File: config.mk
export PLATFORM = sky130hd
export DESIGN_NAME = aluTop
export DESIGN_NICKNAME = d
export VERILOG_FILES = /design/src/rtl/aluPkg.sv /design/src/rtl/alu.sv /design/src/rtl/aluTop.sv /design/src/rtl/aluWbRegs.sv /design/src/rtl/barrelShifter.sv /design/src/rtl/claAdder.sv
export SDC_FILE = /design/constraint.sdc
export NUM_CORES = 1
export LEC_CHECK = 0
export ABC_CLOCK_PERIOD_IN_PS = 12200
export BUFFER_PORTS_ARGS = -buffer_cell sky130_fd_sc_hd__buf_2
export CELL_PAD_IN_SITES_DETAIL_PLACEMENT = 0
export CELL_PAD_IN_SITES_GLOBAL_PLACEMENT = 1
export CORE_MARGIN = 8
export CORE_UTILIZATION = 31
export CTS_CLUSTER_SIZE = 25
export DETAILED_ROUTE_END_ITERATION = 16
export GPL_TIMING_DRIVEN = 1
export PLACE_DENSITY = 0.71
export SLEW_MARGIN = 10
export SYNTH_ARGS = -nofsm -noshare
export SYNTH_HDL_FRONTEND = slang
export SYNTH_SLANG_ARGS = --single-unit
File: constraint.sdc
create_clock -name clk -period 12.2 [get_ports clk]
set_input_delay 0.61 -clock clk [delete_from_list [all_inputs] [get_ports clk]]
set_output_delay 0.61 -clock clk [all_outputs]
set_load 0.05 [all_outputs]
File: src/rtl/aluPkg.sv
//~~~~~~~~~~~~~~~~~~~~~~~~~~~~~~~~~~~~~~
// ALU coprocessor shared definitions
// Operation codes, control and flag words,
// Wishbone request/response and register map
//~~~~~~~~~~~~~~~~~~~~~~~~~~~~~~~~~~~~~~
package aluPkg;

	// Bus geometry
	localparam int busWidth = 32;
	localparam int adrWidth = 3;

	// ALU operation codes, 1011 to 1111 unused
	typedef enum logic [3:0] {
		rll   = 4'b0000,
		sll   = 4'b0001,
		sra   = 4'b0010,
		srl   = 4'b0011,
		add   = 4'b0100,
		andOp = 4'b0101,
		orOp  = 4'b0110,
		xorOp = 4'b0111,
		slbi  = 4'b1000,
		btr   = 4'b1001,
		rrl   = 4'b1010
	} aluOp;

	// Low byte of the control register
	typedef struct packed {
		aluOp oper;
		logic invA;
		logic invB;
		logic sign;
		logic cin;
	} aluCtrl;

	// Low nibble of the flags register
	typedef struct packed {
		logic zero;
		logic ofl;
		logic cout;
		logic signFlag;
	} aluFlags;

	// Wishbone classic, master to slave
	typedef struct packed {
		logic                cyc;
		logic                stb;
		logic                we;
		logic [adrWidth-1:0] adr;
		logic [busWidth-1:0] dat;
	} wbReq;

	// Wishbone classic, slave to master
	typedef struct packed {
		logic [busWidth-1:0] dat;
		logic                ack;
	} wbRsp;

	// Word addresses
	localparam logic [adrWidth-1:0] regOpA    = 3'd0;
	localparam logic [adrWidth-1:0] regOpB    = 3'd1;
	localparam logic [adrWidth-1:0] regCtrl   = 3'd2;
	localparam logic [adrWidth-1:0] regResult = 3'd3;
	localparam logic [adrWidth-1:0] regFlags  = 3'd4;

endpackage

File: src/rtl/alu.sv
//~~~~~~~~~~~~~~~~~~~~~~~~~~~~~~~~~~~~~~
// ALU
// Operand inversion, shifts and rotates,
// add, logic ops, SLBI, bit reversal,
// result select and flags
//~~~~~~~~~~~~~~~~~~~~~~~~~~~~~~~~~~~~~~
`timescale 1ns/1ns

module alu #(
	parameter int dataWidth = 16
) (
	input  logic [dataWidth-1:0] inA,
	input  logic [dataWidth-1:0] inB,
	input  aluPkg::aluCtrl       ctrl,
	output logic [dataWidth-1:0] result,
	output aluPkg::aluFlags      flags
);

	import aluPkg::*;

	localparam int shWidth   = $clog2(dataWidth);
	localparam int halfWidth = dataWidth / 2;

	logic [dataWidth-1:0] useA;
	logic [dataWidth-1:0] useB;
	logic [dataWidth-1:0] shOut;
	logic [dataWidth-1:0] addSum;
	logic [dataWidth-1:0] slbiOut;
	logic [dataWidth-1:0] btrOut;
	logic [dataWidth-1:0] logicOut;
	logic [dataWidth-1:0] baseOut;
	logic [dataWidth-1:0] addedOut;
	logic                 addCout;
	logic                 addOfl;
	logic                 isRrl;

	// Optional inversion ahead of every op
	assign useA = ctrl.invA ? ~inA : inA;
	assign useB = ctrl.invB ? ~inB : inB;

	// rrl borrows the shifter in the right direction
	assign isRrl = (ctrl.oper == rrl);

	barrelShifter #(.dataWidth(dataWidth)) shift0 (
		.shIn    (useA),
		.shAmt   (useB[shWidth-1:0]),
		.mode    (ctrl.oper[1:0]),
		.rotRight(isRrl),
		.shOut   (shOut)
	);

	claAdder #(.dataWidth(dataWidth)) adder0 (
		.a   (useA),
		.b   (useB),
		.cin (ctrl.cin),
		.sign(ctrl.sign),
		.sum (addSum),
		.cout(addCout),
		.ofl (addOfl)
	);

	// SLBI: low half moves to the top
	assign slbiOut = useA << halfWidth;
	// Bit reversal
	assign btrOut  = {<<{useA}};

	// Add / and / or / xor on the low two bits
	always_comb begin
		case (ctrl.oper[1:0])
			2'b00:   logicOut = addSum;
			2'b01:   logicOut = useA & useB;
			2'b10:   logicOut = useA | useB;
			default: logicOut = useA ^ useB;
		endcase
	end

	// Bit 2 picks arithmetic/logic over shifts
	assign baseOut = ctrl.oper[2] ? logicOut : shOut;

	// Added ops; 1011 and up give zero
	always_comb begin
		case (ctrl.oper[2:0])
			3'b000:  addedOut = slbiOut;
			3'b001:  addedOut = btrOut;
			3'b010:  addedOut = shOut;
			default: addedOut = '0;
		endcase
	end

	assign result = ctrl.oper[3] ? addedOut : baseOut;

	// Adder flags are reported for every op
	assign flags.zero     = (result == '0);
	assign flags.ofl      = addOfl;
	assign flags.cout     = addCout;
	assign flags.signFlag = result[dataWidth-1];

endmodule

File: src/rtl/aluTop.sv
//~~~~~~~~~~~~~~~~~~~~~~~~~~~~~~~~~~~~~~
// ALU coprocessor top
// Wishbone register slave feeding the ALU
//~~~~~~~~~~~~~~~~~~~~~~~~~~~~~~~~~~~~~~
`timescale 1ns/1ns

module aluTop #(
	parameter int dataWidth = 16
) (
	input  logic         clk,
	input  logic         rst,
	input  aluPkg::wbReq bus,
	output aluPkg::wbRsp rsp
);

	import aluPkg::*;

	logic [dataWidth-1:0] opA;
	logic [dataWidth-1:0] opB;
	logic [dataWidth-1:0] result;
	aluCtrl               ctrl;
	aluFlags              flags;

	// Bus slave and operand/result registers
	aluWbRegs #(.dataWidth(dataWidth)) regs0 (
		.clk   (clk),
		.rst   (rst),
		.bus   (bus),
		.rsp   (rsp),
		.opA   (opA),
		.opB   (opB),
		.ctrl  (ctrl),
		.result(result),
		.flags (flags)
	);

	// Combinational datapath
	alu #(.dataWidth(dataWidth)) alu0 (
		.inA   (opA),
		.inB   (opB),
		.ctrl  (ctrl),
		.result(result),
		.flags (flags)
	);

endmodule

File: src/rtl/aluWbRegs.sv
//~~~~~~~~~~~~~~~~~~~~~~~~~~~~~~~~~~~~~~
// Wishbone register slave
// Operand, control, result and flag regs;
// a control write launches one operation
//~~~~~~~~~~~~~~~~~~~~~~~~~~~~~~~~~~~~~~
`timescale 1ns/1ns

module aluWbRegs #(
	parameter int dataWidth = 16
) (
	input  logic                 clk,
	input  logic                 rst,
	input  aluPkg::wbReq         bus,
	output aluPkg::wbRsp         rsp,
	output logic [dataWidth-1:0] opA,
	output logic [dataWidth-1:0] opB,
	output aluPkg::aluCtrl       ctrl,
	input  logic [dataWidth-1:0] result,
	input  aluPkg::aluFlags      flags
);

	import aluPkg::*;

	logic                 ackQ;
	logic [busWidth-1:0]  datQ;
	logic [busWidth-1:0]  rdData;
	logic [dataWidth-1:0] resultQ;
	aluFlags              flagsQ;
	logic                 launch;
	logic                 reqValid;
	logic                 wrReq;
	logic                 rdReq;

	// Request taken only while no ack is out,
	// so a held stb counts as a fresh request
	assign reqValid = bus.cyc & bus.stb & ~ackQ;
	assign wrReq    = reqValid & bus.we;
	assign rdReq    = reqValid & ~bus.we;

	// Read mux, zero-extended
	always_comb begin
		case (bus.adr)
			regOpA:    rdData = busWidth'(opA);
			regOpB:    rdData = busWidth'(opB);
			regCtrl:   rdData = busWidth'(ctrl);
			regResult: rdData = busWidth'(resultQ);
			regFlags:  rdData = busWidth'(flagsQ);
			// Unmapped reads return zero
			default:   rdData = '0;
		endcase
	end

	// Bus side: ack, read data, register writes
	always_ff @(posedge clk) begin
		if (rst) begin
			ackQ   <= 1'b0;
			datQ   <= '0;
			opA    <= '0;
			opB    <= '0;
			ctrl   <= '0;
			launch <= 1'b0;
		end else begin
			ackQ   <= reqValid;
			launch <= wrReq && (bus.adr == regCtrl);
			if (rdReq) begin
				datQ <= rdData;
			end
			if (wrReq) begin
				// Read-only and unmapped writes fall through
				case (bus.adr)
					regOpA:  opA  <= bus.dat[dataWidth-1:0];
					regOpB:  opB  <= bus.dat[dataWidth-1:0];
					regCtrl: ctrl <= aluCtrl'(bus.dat[$bits(aluCtrl)-1:0]);
					default: ;
				endcase
			end
		end
	end

	// Capture ALU outputs one edge after the control write
	always_ff @(posedge clk) begin
		if (rst) begin
			resultQ <= '0;
			flagsQ  <= '0;
		end else if (launch) begin
			resultQ <= result;
			flagsQ  <= flags;
		end
	end

	assign rsp.ack = ackQ;
	assign rsp.dat = datQ;

	// One-cycle ack
	ackSingle: assert property (@(posedge clk) disable iff (rst) rsp.ack |=> !rsp.ack)
		else $error("aluWbRegs: ack held for two edges");

	// Ack only after a sampled request
	ackAfterReq: assert property (@(posedge clk) disable iff (rst)
		rsp.ack |-> $past(bus.cyc && bus.stb))
		else $error("aluWbRegs: ack without a request");

endmodule

File: src/rtl/barrelShifter.sv
//~~~~~~~~~~~~~~~~~~~~~~~~~~~~~~~~~~~~~~
// Barrel shifter
// Rotate left/right, logical shifts and
// arithmetic right shift by a variable amount
//~~~~~~~~~~~~~~~~~~~~~~~~~~~~~~~~~~~~~~
`timescale 1ns/1ns

module barrelShifter #(
	parameter int dataWidth = 16
) (
	input  logic [dataWidth-1:0]         shIn,
	input  logic [$clog2(dataWidth)-1:0] shAmt,
	input  logic [1:0]                   mode,
	input  logic                         rotRight,
	output logic [dataWidth-1:0]         shOut
);

	localparam int numStages = $clog2(dataWidth);

	logic                 dirRight;
	logic                 rotate;
	logic                 fillBit;
	logic [dataWidth-1:0] revIn;
	logic [dataWidth-1:0] revOut;
	logic [dataWidth-1:0] stage [0:numStages];

	// Mode 00 rll, 01 sll, 10 sra, 11 srl
	assign dirRight = rotRight | mode[1];
	assign rotate   = rotRight | (mode == 2'b00);
	// Sign fill only for sra
	assign fillBit  = ~rotRight & (mode == 2'b10) & shIn[dataWidth-1];

	// Right moves run through the left network on mirrored data
	assign revIn    = {<<{shIn}};
	assign stage[0] = dirRight ? revIn : shIn;

	// Power-of-two steps, one per shAmt bit
	for (genvar k = 0; k < numStages; k++) begin : stg
		localparam int step = 2 ** k;
		logic [step-1:0] lowBits;

		// Wrapped bits on rotate, fill otherwise
		assign lowBits = rotate ? stage[k][dataWidth-1 -: step] : {step{fillBit}};
		assign stage[k+1] = shAmt[k] ? {stage[k][dataWidth-1-step:0], lowBits} : stage[k];
	end

	// Mirror back for right moves
	assign revOut = {<<{stage[numStages]}};
	assign shOut  = dirRight ? revOut : stage[numStages];

endmodule

File: src/rtl/claAdder.sv
//~~~~~~~~~~~~~~~~~~~~~~~~~~~~~~~~~~~~~~
// Carry-lookahead adder
// Four-bit lookahead groups under a group
// carry level; signed or unsigned overflow
//~~~~~~~~~~~~~~~~~~~~~~~~~~~~~~~~~~~~~~
`timescale 1ns/1ns

module claAdder #(
	parameter int dataWidth = 16
) (
	input  logic [dataWidth-1:0] a,
	input  logic [dataWidth-1:0] b,
	input  logic                 cin,
	input  logic                 sign,
	output logic [dataWidth-1:0] sum,
	output logic                 cout,
	output logic                 ofl
);

	localparam int numGroups = dataWidth / 4;

	logic [dataWidth-1:0] gen;
	logic [dataWidth-1:0] prop;
	logic [dataWidth-1:0] carry;
	logic [numGroups-1:0] grpGen;
	logic [numGroups-1:0] grpProp;
	logic [numGroups:0]   grpCarry;
	logic [dataWidth:0]   refSum;

	// Bit generate and propagate
	assign gen  = a & b;
	assign prop = a ^ b;

	assign grpCarry[0] = cin;

	for (genvar k = 0; k < numGroups; k++) begin : grp
		localparam int base = 4 * k;

		// Carries inside the group, all from the group carry in
		assign carry[base]   = grpCarry[k];
		assign carry[base+1] = gen[base] | (prop[base] & grpCarry[k]);
		assign carry[base+2] = gen[base+1] | (prop[base+1] & gen[base]) |
			(&prop[base+1:base] & grpCarry[k]);
		assign carry[base+3] = gen[base+2] | (prop[base+2] & gen[base+1]) |
			(&prop[base+2:base+1] & gen[base]) | (&prop[base+2:base] & grpCarry[k]);

		// Group terms for the upper level
		assign grpGen[k] = gen[base+3] | (prop[base+3] & gen[base+2]) |
			(&prop[base+3:base+2] & gen[base+1]) | (&prop[base+3:base+1] & gen[base]);
		assign grpProp[k] = &prop[base+3:base];
		assign grpCarry[k+1] = grpGen[k] | (grpProp[k] & grpCarry[k]);
	end

	assign sum  = prop ^ carry;
	assign cout = grpCarry[numGroups];

	// Signed: like-signed operands giving a sum of the other sign
	assign ofl = sign ? ((a[dataWidth-1] == b[dataWidth-1]) &&
		(sum[dataWidth-1] != a[dataWidth-1])) : cout;

	// Lookahead tree must agree with a plain add once inputs are known
	assign refSum = {1'b0, a} + {1'b0, b} + cin;
	always_comb begin
		assert final ($isunknown({a, b, cin}) || ({cout, sum} == refSum))
		else $error("claAdder: lookahead sum %h differs from %h", {cout, sum}, refSum);
	end

endmodule

## Word-level counts from Yosys, hierarchy flattened

Index checks and enable logic that the tools add are counted.

| word-level totals | value |
|---|---|
| flip-flop bits (word level) | 94 |
| bits in latches | 0 |
| bits in writable memories | 0 |
| bits in read-only memories | 0 |
| input bits | 40 |
| memories kept | 0 |

| operators by class | value |
|---|---|
| add/sub/neg operators | 0 |
| multipliers | 0 |
| div/mod/pow operators | 0 |
| order comparisons | 0 |
| equal/unequal tests | 11 |
| shift operators | 0 |
| multiplexer cells | 18 |
| bitwise operators | 97 |
| reduce and logical (&&, ||, !) cells | 33 |

Operators with widths:

| cell | number |
|---|---|
| 2-to-1 mux 16 bit | 10 |
| case mux 16 bit (3 select lines) | 2 |
| case mux 16 bit (5 select lines) | 1 |
| AND 1 bit | 46 |
| bitwise OR 1 bit | 42 |
| NOT 16 bit | 2 |
| bitwise XOR 16 bit | 2 |
| AND reduction 2 bit | 15 |
| AND reduction 3 bit | 8 |
| AND 16 bit | 1 |
| zero test 16 bit | 1 |
| bitwise OR 16 bit | 1 |
| AND reduction 4 bit | 4 |
| equality test 3 x 2 -> 1 bit (second input constant) | 3 |
| 2-to-1 mux 8 bit | 1 |
| equality test 3 x 1 -> 1 bit (second input constant) | 2 |
| zero test 3 bit | 2 |
| equality test 4 bit (second input constant) | 1 |
| 2-to-1 mux 4 bit | 1 |
| equality test 3 bit (second input constant) | 1 |
| NOT 1 bit | 3 |
| equality test 2 x 1 -> 1 bit (second input constant) | 1 |
| equality test 2 bit (second input constant) | 1 |
| logical AND 1 bit | 2 |
| 5 further kinds | 6 |

## Depth between registers and ports, before layout

Gate-level depths: netlist of the first run.

| depth | value |
|---|---|
| word-level depth | 19 |
| depth in mapped cells | 23 |

## Modules after synthesis

From an unflattened synthesis of the first run, not the netlist that was laid out.

| unflattened totals | value |
|---|---|
| cell total of the unflattened synthesis | 941 |
| area total of the unflattened synthesis | 7748.7 um^2 |

Modules (own cells, without submodules):

| module | times used | cells each | area each (um^2) | seq. area each (um^2) |
|---|---|---|---|---|
| aluWbRegs | 1 | 341 | 3320.7 | 1561.5 |
| barrelShifter | 1 | 267 | 1956.9 | 0.0 |
| alu | 1 | 247 | 1789.2 | 0.0 |
| claAdder | 1 | 86 | 681.9 | 0.0 |

## Worst setup path before layout of the first run

No wires, ideal clock.

| timing | value |
|---|---|
| kind | register to register |
| from | register regs0.ctrl[3] (netlist name) |
| to | register regs0.flagsQ[3] in the netlist's numbering |
| setup time | 0.088 ns |
| arrival time | 5.061 ns |
| path slack | 7.051 ns |
| cell stages (with the launch flop) | 23 |
| path through | dfxtp_1 buf_4 buf_2 buf_2 buf_1 xnor2_1 inv_1 ha_1 a21o_1 a21oi_1 o21ai_1 o21ai_0 nand2_1 a221oi_1 fa_1 xnor2_1 mux4_2 a22o_1 a211oi_1 nand2_1 nor4b_2 nand3_1 o32ai_2 |

| between the ends | value |
|---|---|
| cells in the longest elaborated chain, start to end | 18 |

RTL lines:

| what | RTL line | text |
|---|---|---|
| 2-to-1 mux 16 bit (*) | alu.sv:38 | `assign useA = ctrl.invA ? ~inA : inA;` |
| bitwise XOR 16 bit or AND 16 bit (tied branches) | n/a |  |
| AND 1 bit or AND reduction 2 bit (tied branches) | claAdder.sv:48, claAdder.sv:49 |  |
| bitwise OR 1 bit or AND 1 bit (tied branches) | claAdder.sv:48, claAdder.sv:49 |  |
| bitwise OR 1 bit | claAdder.sv:48 | `assign grpGen[k] = gen[base+3] \| (prop[base+3] & gen[base+2]) \|` |
| bitwise OR 1 bit | claAdder.sv:49 | `(&prop[base+3:base+2] & gen[base+1]) \| (&prop[base+3:base+1] & gen[base]);` |
| bitwise OR 1 bit | claAdder.sv:51 | `assign grpCarry[k+1] = grpGen[k] \| (grpProp[k] & grpCarry[k]);` |
| AND 1 bit | claAdder.sv:51 |  |
| (+2 left out) | n/a |  |
| bitwise OR 1 bit | claAdder.sv:51 |  |
| AND 1 bit (on tied branches) | claAdder.sv:41, claAdder.sv:43, claAdder.sv:45 |  |
| bitwise OR 1 bit (on tied branches) | claAdder.sv:41, claAdder.sv:42, claAdder.sv:45 |  |
| bitwise XOR 16 bit | claAdder.sv:54 | `assign sum = prop ^ carry;` |
| case mux 16 bit (3 select lines) | alu.sv:69 | `case (ctrl.oper[1:0])` |
| 2-to-1 mux 16 bit | alu.sv:78 | `assign baseOut = ctrl.oper[2] ? logicOut : shOut;` |
| 2-to-1 mux 16 bit (*) | alu.sv:90 | `assign result = ctrl.oper[3] ? addedOut : baseOut;` |
| zero test 16 bit (*) | alu.sv:93 | `assign flags.zero = (result == '0);` |
| end signal: assignment | aluWbRegs.sv:87 | `flagsQ <= flags;` |
| end: declaration | aluWbRegs.sv:28 | `aluFlags flagsQ;` |

Every way passes the cells marked *; elsewhere a longest branch is shown, timed or not.
A chain may end at the register's enable or synchronous reset.

## Final worst setup path of the first run

| timing | value |
|---|---|
| from | register regs0.ctrl[2] (netlist name) |
| to | register regs0.flagsQ[3] in the netlist's numbering |

| between the ends | value |
|---|---|
| cells in the longest elaborated chain, start to end | 18 |

RTL lines:

| what | RTL line | text |
|---|---|---|
| 2-to-1 mux 16 bit (*) | alu.sv:39 | `assign useB = ctrl.invB ? ~inB : inB;` |
| bitwise XOR 16 bit or AND 16 bit (tied branches) | n/a |  |
| AND 1 bit or AND reduction 2 bit (tied branches) | claAdder.sv:48, claAdder.sv:49 |  |
| bitwise OR 1 bit or AND 1 bit (tied branches) | claAdder.sv:48, claAdder.sv:49 |  |
| bitwise OR 1 bit | claAdder.sv:48 |  |
| bitwise OR 1 bit | claAdder.sv:49 |  |
| bitwise OR 1 bit | claAdder.sv:51 |  |
| AND 1 bit | claAdder.sv:51 |  |
| (+2 left out) | n/a |  |
| bitwise OR 1 bit | claAdder.sv:51 |  |
| AND 1 bit (on tied branches) | claAdder.sv:41, claAdder.sv:43, claAdder.sv:45 |  |
| bitwise OR 1 bit (on tied branches) | claAdder.sv:41, claAdder.sv:42, claAdder.sv:45 |  |
| bitwise XOR 16 bit | claAdder.sv:54 |  |
| case mux 16 bit (3 select lines) | alu.sv:69 |  |
| 2-to-1 mux 16 bit | alu.sv:78 |  |
| 2-to-1 mux 16 bit (*) | alu.sv:90 |  |
| zero test 16 bit (*) | alu.sv:93 |  |

Marks and branches as above.

==> results.tsv, run 1 <==
metric	value	unit
ys_seq_area_share	21.86	%
worst_hold_path_type	flop to flop	
die_y	166.8	um
clk_latency	350	ps
gp_congestion	0.9397	
cts_tree	yes	
leakage	2.927	nW
cts.sinks	77	
netlist_area	7051	um^2
synthTopCellsByArea	dfxtp_1 (22%), mux2i_1 (11%), mux4_2 (7.0%)	
irDropWorstVdd	0.08297	mV
p_per_area	75.98	nW/um^2
fp.dieArea	27830	um^2
start_kind	flop	
min_period_over_period	50.22	%
die_w	166.8	um
worst_slew_pin_slew	1112	ps
drt-total-wl	22960	um
drc_errors	0	
cts_max_path_buffers	2	
relSlewSlack	25.52	%
drv_slew	0	
final_core_util	33.92	%
antennaDiodeCount	0	
reg2reg_to	regs0.flagsQ[3]	
setup.worst_path.start	regs0.ctrl[2]	
skew	9.940	ps
reg2reg_depth	19	
nets	936	
grt_pass1_wl	35630	um
power	0.0005800	W
rr_startpoint	regs0.ctrl[2]	
core.rowCount	55	
fmax	0.1632	GHz
drtIter0Drc	499	
vias	6379	
cts_root_buffer	clkbuf_16	
synth_cell_types	73	
arrival	6390	ps
cts_hold_buf	0	
viasPerCell	5.537	
first_global_vias	5840	
area_growth	8.270	%
yosysTopAreaCell	dfxtp_1	
grt_use_total	16.22	%
syn_inst	867	
synth-main-ff-cell	dfxtp_1	
wl_per_cell	19.93	um
ant_nets	0	
grt_overflow	0	
endpoint	regs0.flagsQ[3]	
numPortBuffers	40	
cap_violations	0	
status	finished, final reports clean	
holdWs	481.2	ps
finalHoldViolCount	0	
dr.pass1.iters	5	
core_area	22500	um^2
yosys_warnings	0	
initial_utilization	31.33	%
critPathMaxFanout	19	
grt_start_max_net_pins	75	
antenna_found_initial	0	
regToRegSetupSlack	6070	ps
required	12460	ps
min_period	6127	ps
setup_tns	0	ps
cts.repair.resized	0	
post_cts_buffers	0	
layout-drive-gt1-share	13.73	%
clkTransAtPathRegs	70	ps
ios	73	
synthArstFlopShare	0	%
netlist.area_leader.share	21.86	%
cts-htree-levels	3	
synth-edff-count	0	
timing_worst_setup_path_type	flop to flop	
n_fill_cell	2350	
rsz0062_at_grt	false	
cts_buffers	9	
hpwl	17250	um
synth-seq-cells	77	
cp-end-kind	flop	
avgSynthCellArea	8.132	um^2
final-setup-viol-count	0	
report_power, final:
part | internal [W] | switching, W | leakage (nW) | total (W)
Clock | 0.000142 | 0.000120 | 0.136 | 0.000263
Sequential | 0.000253 | 0.00000241 | 0.622 | 0.000255
Combinational | 0.0000186 | 0.0000434 | 2.17 | 0.0000620
Total | 0.000414 | 0.000166 | 2.93 | 0.000580
kinds of logic after synthesis:
kind of cell	synth area share [%]
simple gates	15.03
compound gates	20.94
buf+inv	8.128
mux	19.04
flops	21.86
xor+xnor	8.483
fa+ha+maj	6.460
other cells	0.05319
state kept, by name (all words and copies together) (netlist names):
| name | flops |
|---|---|
| regs0.datQ | 16 |
| regs0.resultQ | 15 |
| regs0.opA | 16 |
| regs0.opB | 16 |
| regs0.flagsQ | 4 |
| regs0.ackQ | 1 |
| regs0.ctrl | 8 |
| regs0.launch | 1 |
how the worst min path moves through the flow:
stage                      startpoint                end  cells after the start
global route                  bus[12]      regs0.opA[12]                      3
detailed placement   regs0.resultQ[6]   regs0.resultQ[6]                      2
global placement    regs0.resultQ[12]  regs0.resultQ[12]                      2
finish               regs0.resultQ[6]   regs0.resultQ[6]                      2
floorplan            regs0.resultQ[8]   regs0.resultQ[8]                      1
CTS                  regs0.resultQ[6]   regs0.resultQ[6]                      2
synthesized netlist by cell type, types with 5 or more instances:
library cell  count
nand2_1          91
nor2_1           89
dfxtp_1          77
mux2i_1          74
a21oi_1          58
inv_1            41
clkbuf_1         37
xor2_1           35
o21ai_0          32
ha_1             30
xnor2_1          27
mux4_2           22
buf_4            20
a22oi_1          19
a211oi_1         16
buf_1            13
o22ai_1          12
o211ai_1         11
nor3_1           10
a221oi_1          9
nand2b_1          9
buf_2             8
nand3_1           8
a21o_1            7
o21ai_1           6
o221ai_1          6
or2_2             6
a31oi_1           5
and2_1            5
mux2_2            5
o31ai_1           5
layer usage:
| layer | track usage (%) | vias up | wire length [um] |
|---|---|---|---|
| met4 | 5.758 | 0 | 757 |
| met3 | 2.979 | 41 | 1481 |
| met2 | 25.79 | 235 | 10610 |
| met1 | 21.66 | 3043 | 10120 |
| li1 | - | 3060 | - |
| met5 | 0 | - | 0 |
cell type report:
| class | count | area, um^2 | area share [%] |
|---|---|---|---|
| flip-flops and latches | 77 | 1544 | 20.23 |
| repair buffers | 49 | 267.8 | 3.508 |
| inverters | 45 | 168.9 | 2.213 |
| well taps | 285 | 356.6 | 4.671 |
| clock buffers | 9 | 225.2 | 2.950 |
| clock inverters | 7 | 63.81 | 0.8359 |
| multi-input cells | 680 | 5007 | 65.60 |
critical path, stage by stage, from the launching register on:
cell and delay, ps:
dfxtp_1 300, buf_4 240, xnor2_2 660, inv_2 300, ha_1 370, a21o_1 190
a2bb2oi_1 540, nor2_1 200, o21ai_0 320, nand2_1 120, a221oi_1 450, fa_1 270
xnor2_1 60, mux4_2 480, a22o_1 270, a211oi_1 520, nand2_1 130, nor4b_2 230
nand3_1 120, o32ai_2 250
cells in the final DEF, fill, tap and decap left out, types with 30 or more instances in the layout:
cell	instances
o21ai_0	32
inv_1	41
nor2_1	89
mux2i_1	74
xor2_1	35
nand2_1	91
buf_2	40
a21oi_1	58
dfxtp_1	75
ha_1	30
stage by stage:
| stage | area, um^2 | instances | setup slack, ps |
|---|---|---|---|
| global placement | 7345 | 1136 | 6157 |
| finish | 7634 | 1152 | 6073 |
| CTS | 7634 | 1152 | 6113 |
| floorplan | 7107 | 882 | 7051 |
| global route | 7634 | 1152 | 5657 |
| detailed placement | 7345 | 1136 | 6142 |
Power figures use the tool's default switching activity.
==> run 2, diff against run 1 <==
Settings changed: ABC_CLOCK_PERIOD_IN_PS 12200 to 5750.
Clock period 12.2 ns to 5.75 ns, I/O delays scaled along.
==> results.tsv, run 2 (synthesis results as in run 1) <==
metric	value	unit
wl_per_cell	19.81	um
holdPathStages	3	
rr_startpoint	regs0.ctrl[2]	
final_common_cell	nand2_1	
cts_tree	yes	
numPortBuffers	40	
slowest_stage	mux4_2	
grt_use_met2	25.92	%
crit_family	compound AO/OA/AOI/OAI gates	
relSlewSlack	29.59	%
rsz0062_at_grt	false	
clk_latency	340	ps
leakage	2.976	nW
core_area	22500	um^2
p_per_area	163.5	nW/um^2
critPathMaxFanout	13	
dr.pass1.iters	5	
antennaDiodeCount	0	
skew	8.494	ps
gr-usage-met1	21.32	%
n_fill_cell	2344	
final-setup-viol-count	0	
worstHoldStart	bus[14]	
ios	73	
reg2reg_depth	20	
whs_endpoint	regs0.opA[14]	
nets	944	
start_kind	flop	
die_w	166.8	um
status	finished, final reports clean	
ant_nets	0	
regToRegSetupSlack	620	ps
gp_congestion	0.9217	
antenna_found_initial	0	
irDropWorstVdd	0.1580	mV
layout_common_cells	nand2_1 (91), nor2_1 (89), dfxtp_1 (75)	
final_core_util	34.38	%
grt_use_total	16.11	%
drv_slew	0	
setup_tns	0	ps
worst_slew_pin_slew	1052	ps
crit_chain	xnor2_4 > inv_2 > ha_1 > a21o_1 > a2bb2oi_1 > buf_4 > nor2_1 > o21ai_0 > nand2_1 > a221oi_1 > fa_1 > xnor2_1 > mux4_2 > a22o_1 > a211oi_1 > buf_4 > nand2_1 > nor4b_2 > nand3_1 > o32ai_2	
busiest_layer	met2	
drt-total-wl	22980	um
min_period	5134	ps
path_buf_inv	3	
worst_hold_path_type	input pin to flop	
slowest_delay	490	ps
fp.dieArea	27830	um^2
top_regs	regs0.datQ: 16 flops, regs0.opA: 16 flops, regs0.opB: 16 flops	
grt_overflow	0	
drtIter0Drc	522	
cts-htree-levels	3	
post_cts_buffers	0	
hpwl	17640	um
finalHoldViolCount	0	
vias	6381	
layout-drive-gt1-share	14.51	%
dp_slack	390.7	ps
fin_ws	616.2	ps
place_area	7417	um^2
area_growth	9.725	%
cts_max_path_buffers	2	
timing_worst_setup_path_type	flop to flop	
fmax	0.1948	GHz
cts_buffers	9	
reg2reg_to	regs0.flagsQ[3]	
first_global_vias	5989	
core.rowCount	55	
cap_violations	0	
grt_start_max_net_pins	75	
cp-end-kind	flop	
clkTransAtPathRegs	70	ps
gr-usage-met3	3.026	%
initial_utilization	31.33	%
grt_pass1_wl	35560	um
required	6000	ps
die_y	166.8	um
min_period_over_period	89.28	%
cts_root_buffer	clkbuf_16	
cts_hold_buf	0	
viasPerCell	5.501	
cts.sinks	77	
drc_errors	0	
arrival	5390	ps
stdcell_area	7736	um^2
## run 2: changes by cell type in the layout (fill, tap and decap cells not counted), sizes merged
cell,before,now
inv,48,47
bufinv,0,1
buf,49,57
## run 2: tightest hold or removal path, delay by kind of cell
kind,cells,cell delay (ps)
AO/OA/AOI/OAI,1,50
AND/OR/NAND/NOR,1,50
buffers and inverters,1,100
## run 2: timing repair
action                                  in CTS  in global routing
endpoints found under the hold margin        0                  0
endpoints found under the setup margin       0                  1
resized for setup                            0                  1
## run 2: layout make-up
type                       instances  area, um^2  area share [%]
inverter                          45       168.9           2.183
timing repair buffer              57       340.3           4.399
tap                              285       356.6           4.609
clock inverter                     7       82.58           1.067
clock buffer                       9       225.2           2.911
multi-input combinational        680        5019           64.87
sequential                        77        1544           19.96
## run 2: worst max path at each step
| stage | end | slack (ps) | cells past startpoint | from |
|---|---|---|---|---|
| after floorplan | regs0.flagsQ[3] | 600 | 22 | regs0.ctrl[3] |
| after global placement | regs0.flagsQ[3] | 520 | 20 | regs0.ctrl[2] |
| after detailed placement | regs0.flagsQ[3] | 390 | 20 | regs0.ctrl[2] |
| after CTS | regs0.flagsQ[3] | 370 | 20 | regs0.ctrl[2] |
| after global routing | regs0.flagsQ[3] | 260 | 20 | regs0.ctrl[2] |
| final | regs0.flagsQ[3] | 620 | 20 | regs0.ctrl[2] |
## run 2: stage by stage
step	power, W	cells	hold slack, ps
final	0.001265	1160	188.6
after global routing	0.001308	1160	186.4
after CTS	0.001272	1160	182.8
after detailed placement	0.0006835	1144	474.0
after global placement	0.0006834	1144	472.6
after floorplan	0.0006588	882	423.5
## run 2: report_power, final
part	switching, W	internal [W]	total (W)
Clock	0.000248	0.000343	0.000591
Sequential	0.00000544	0.000536	0.000542
Combinational	0.0000913	0.0000403	0.000132
Total	0.000345	0.000920	0.00126
## run 2: metal layers
metal / vias up / part of all wire (%)
li1: 3081 / -
met1: 3086 / 45
met2: 179 / 46
met3: 35 / 5.7
met4: 0 / 3.1
met5: - / 0
==> run 3, diff against run 2 <==
Settings changed: CORE_MARGIN 8 to default.
==> results.tsv, run 3 (synthesis results as in run 1) <==
metric	value	unit
viasPerCell	5.519	
worstHoldStart	bus[10]	
fin_cells	1166	
vias	6435	
status	finished, violations left	
cts.sinks	77	
reg2reg_depth	19	
dr.pass1.iters	11	
core_area	22090	um^2
post_cts_buffers	0	
finalHoldViolCount	0	
nets	955	
leakage	3.035	nW
setup_tns	0	ps
drt-total-wl	22710	um
worst_hold_path_type	input pin to flop	
grt_use_total	19.47	%
slowest_delay	480	ps
violations	design-rule violations	
core.rowCount	54	
cts.repair.resized	0	
numPortBuffers	40	
min_period_over_period	90.94	%
cp-end-kind	flop	
top_regs	regs0.datQ: 16 flops, regs0.opA: 16 flops, regs0.opB: 16 flops	
whs_endpoint	regs0.opA[10]	
clkTransAtPathRegs	70	ps
crit_chain	buf_4 > xor2_2 > inv_2 > ha_1 > a2bb2oi_1 > nor2_1 > o21ai_0 > nand2_1 > a221oi_1 > fa_1 > xnor2_1 > mux4_2 > a22o_1 > a211oi_1 > buf_4 > nand2_1 > nor4b_2 > nand3_1 > o32ai_2	
rr_startpoint	regs0.ctrl[2]	
regToRegSetupSlack	520	ps
cts_root_buffer	clkbuf_16	
fp.dieArea	23350	um^2
die_y	152.8	um
power	0.001278	W
p_per_area	163.9	nW/um^2
skew	10.22	ps
gp_congestion	0.9395	
grt_start_max_net_pins	75	
ant_nets	0	
wl_per_cell	19.48	um
cts_buffers	9	
critPathMaxFanout	16	
cts_hold_buf	0	
worst_slew_pin_slew	1092	ps
antenna_found_initial	0	
start_kind	flop	
layout_common_cells	nand2_1 (91), nor2_1 (89), dfxtp_1 (75)	
relSlewSlack	26.86	%
cts_max_path_buffers	2	
timing_worst_setup_path_type	flop to flop	
antennaDiodeCount	0	
arrival	5490	ps
fmax	0.1912	GHz
placedCellCount	1150	
drv_slew	0	
final_common_cell	nand2_1	
drtIter0Drc	561	
layout-drive-gt1-share	15.58	%
holdPathStages	3	
grt_overflow	0	
ios	73	
drc_errors	1	
final-setup-viol-count	0	
grt_pass1_wl	35250	um
n_fill_cell	2317	
hpwl	17480	um
clk_latency	340	ps
crit_family	compound AO/OA/AOI/OAI gates	
rsz0062_at_grt	false	
cts_tree	yes	
final_core_util	35.28	%
required	6010	ps
reg2reg_to	regs0.flagsQ[3]	
area_growth	10.56	%
place_area	7481	um^2
first_global_vias	6070	
path_buf_inv	3	
irDropWorstVdd	0.1326	mV
min_period	5229	ps
cts-htree-levels	3	
stdcell_area	7795	um^2
die_w	152.8	um
slowest_stage	mux4_2	
cap_violations	0	
initial_utilization	31.91	%
==> run 3: cell count changes in the layout (fill, tap and decap cells not counted), sizes merged <==
cell      delta
buf         +11
clkinvlp     -1
clkinv       -1
clkbuf       +1
inv          +1
==> run 3: power breakdown <==
part	switching (W)	internal, W
Clock	0.000247	0.000356
Sequential	0.00000492	0.000536
Combinational	0.0000923	0.0000411
==> run 3: per-layer routing <==
metal / wire, um / track usage, % / vias up / part of all wire (%)
met2: 10360 / 31.02 / 195 / 46
li1: - / - / 3102 / -
met1: 10620 / 26.87 / 3109 / 47
met4: 412 / 5.147 / 0 / 1.8
met5: 0 / 0 / - / 0
met3: 1308 / 3.629 / 29 / 5.8
==> run 3: layout make-up <==
| cell class | instances | area [um^2] | area share (%) |
|---|---|---|---|
| Sequential cell | 77 | 1544 | 19.81 |
| Clock inverter | 6 | 75.07 | 0.9631 |
| Clock buffer | 10 | 239.0 | 3.066 |
| Multi-Input combinational cell | 680 | 5007 | 64.24 |
| Inverter | 45 | 168.9 | 2.167 |
| Tap cell | 280 | 350.3 | 4.494 |
| Timing Repair Buffer | 68 | 410.4 | 5.265 |
==> run 3: worst register-to-register path, delay by kind of cell, from the launching register on <==
| kind | cells | cell delay, ps |
|---|---|---|
| mux | 1 | 480 |
| flops | 1 | 440 |
| compound gates | 6 | 1990 |
| buf+inv | 3 | 710 |
| xor+xnor | 2 | 170 |
| fa+ha+maj | 2 | 620 |
| simple gates | 5 | 730 |
==> run 3: how the worst max path moves through the flow <==
stage / startpoint / depth (start not counted) / slack (ps) / endpoint
2_1_floorplan: regs0.ctrl[3] / 22 / 600 / regs0.flagsQ[3]
3_3_place_gp: regs0.ctrl[2] / 19 / 640 / regs0.flagsQ[3]
3_5_place_dp: regs0.ctrl[2] / 19 / 580 / regs0.flagsQ[3]
4_1_cts: regs0.ctrl[2] / 19 / 540 / regs0.flagsQ[3]
5_1_grt: regs0.ctrl[2] / 19 / 220 / regs0.flagsQ[3]
6_report: regs0.ctrl[2] / 19 / 520 / regs0.flagsQ[3]
==> run 3: per-stage QoR <==
| stage | setup WS (ps) | hold WS [ps] |
|---|---|---|
| 2_1_floorplan | 600.6 | 423.5 |
| 3_3_place_gp | 635.1 | 474.7 |
| 3_5_place_dp | 577.0 | 474.4 |
| 4_1_cts | 541.3 | 181.7 |
| 5_1_grt | 216.5 | 188.7 |
| 6_report | 520.8 | 184.2 |
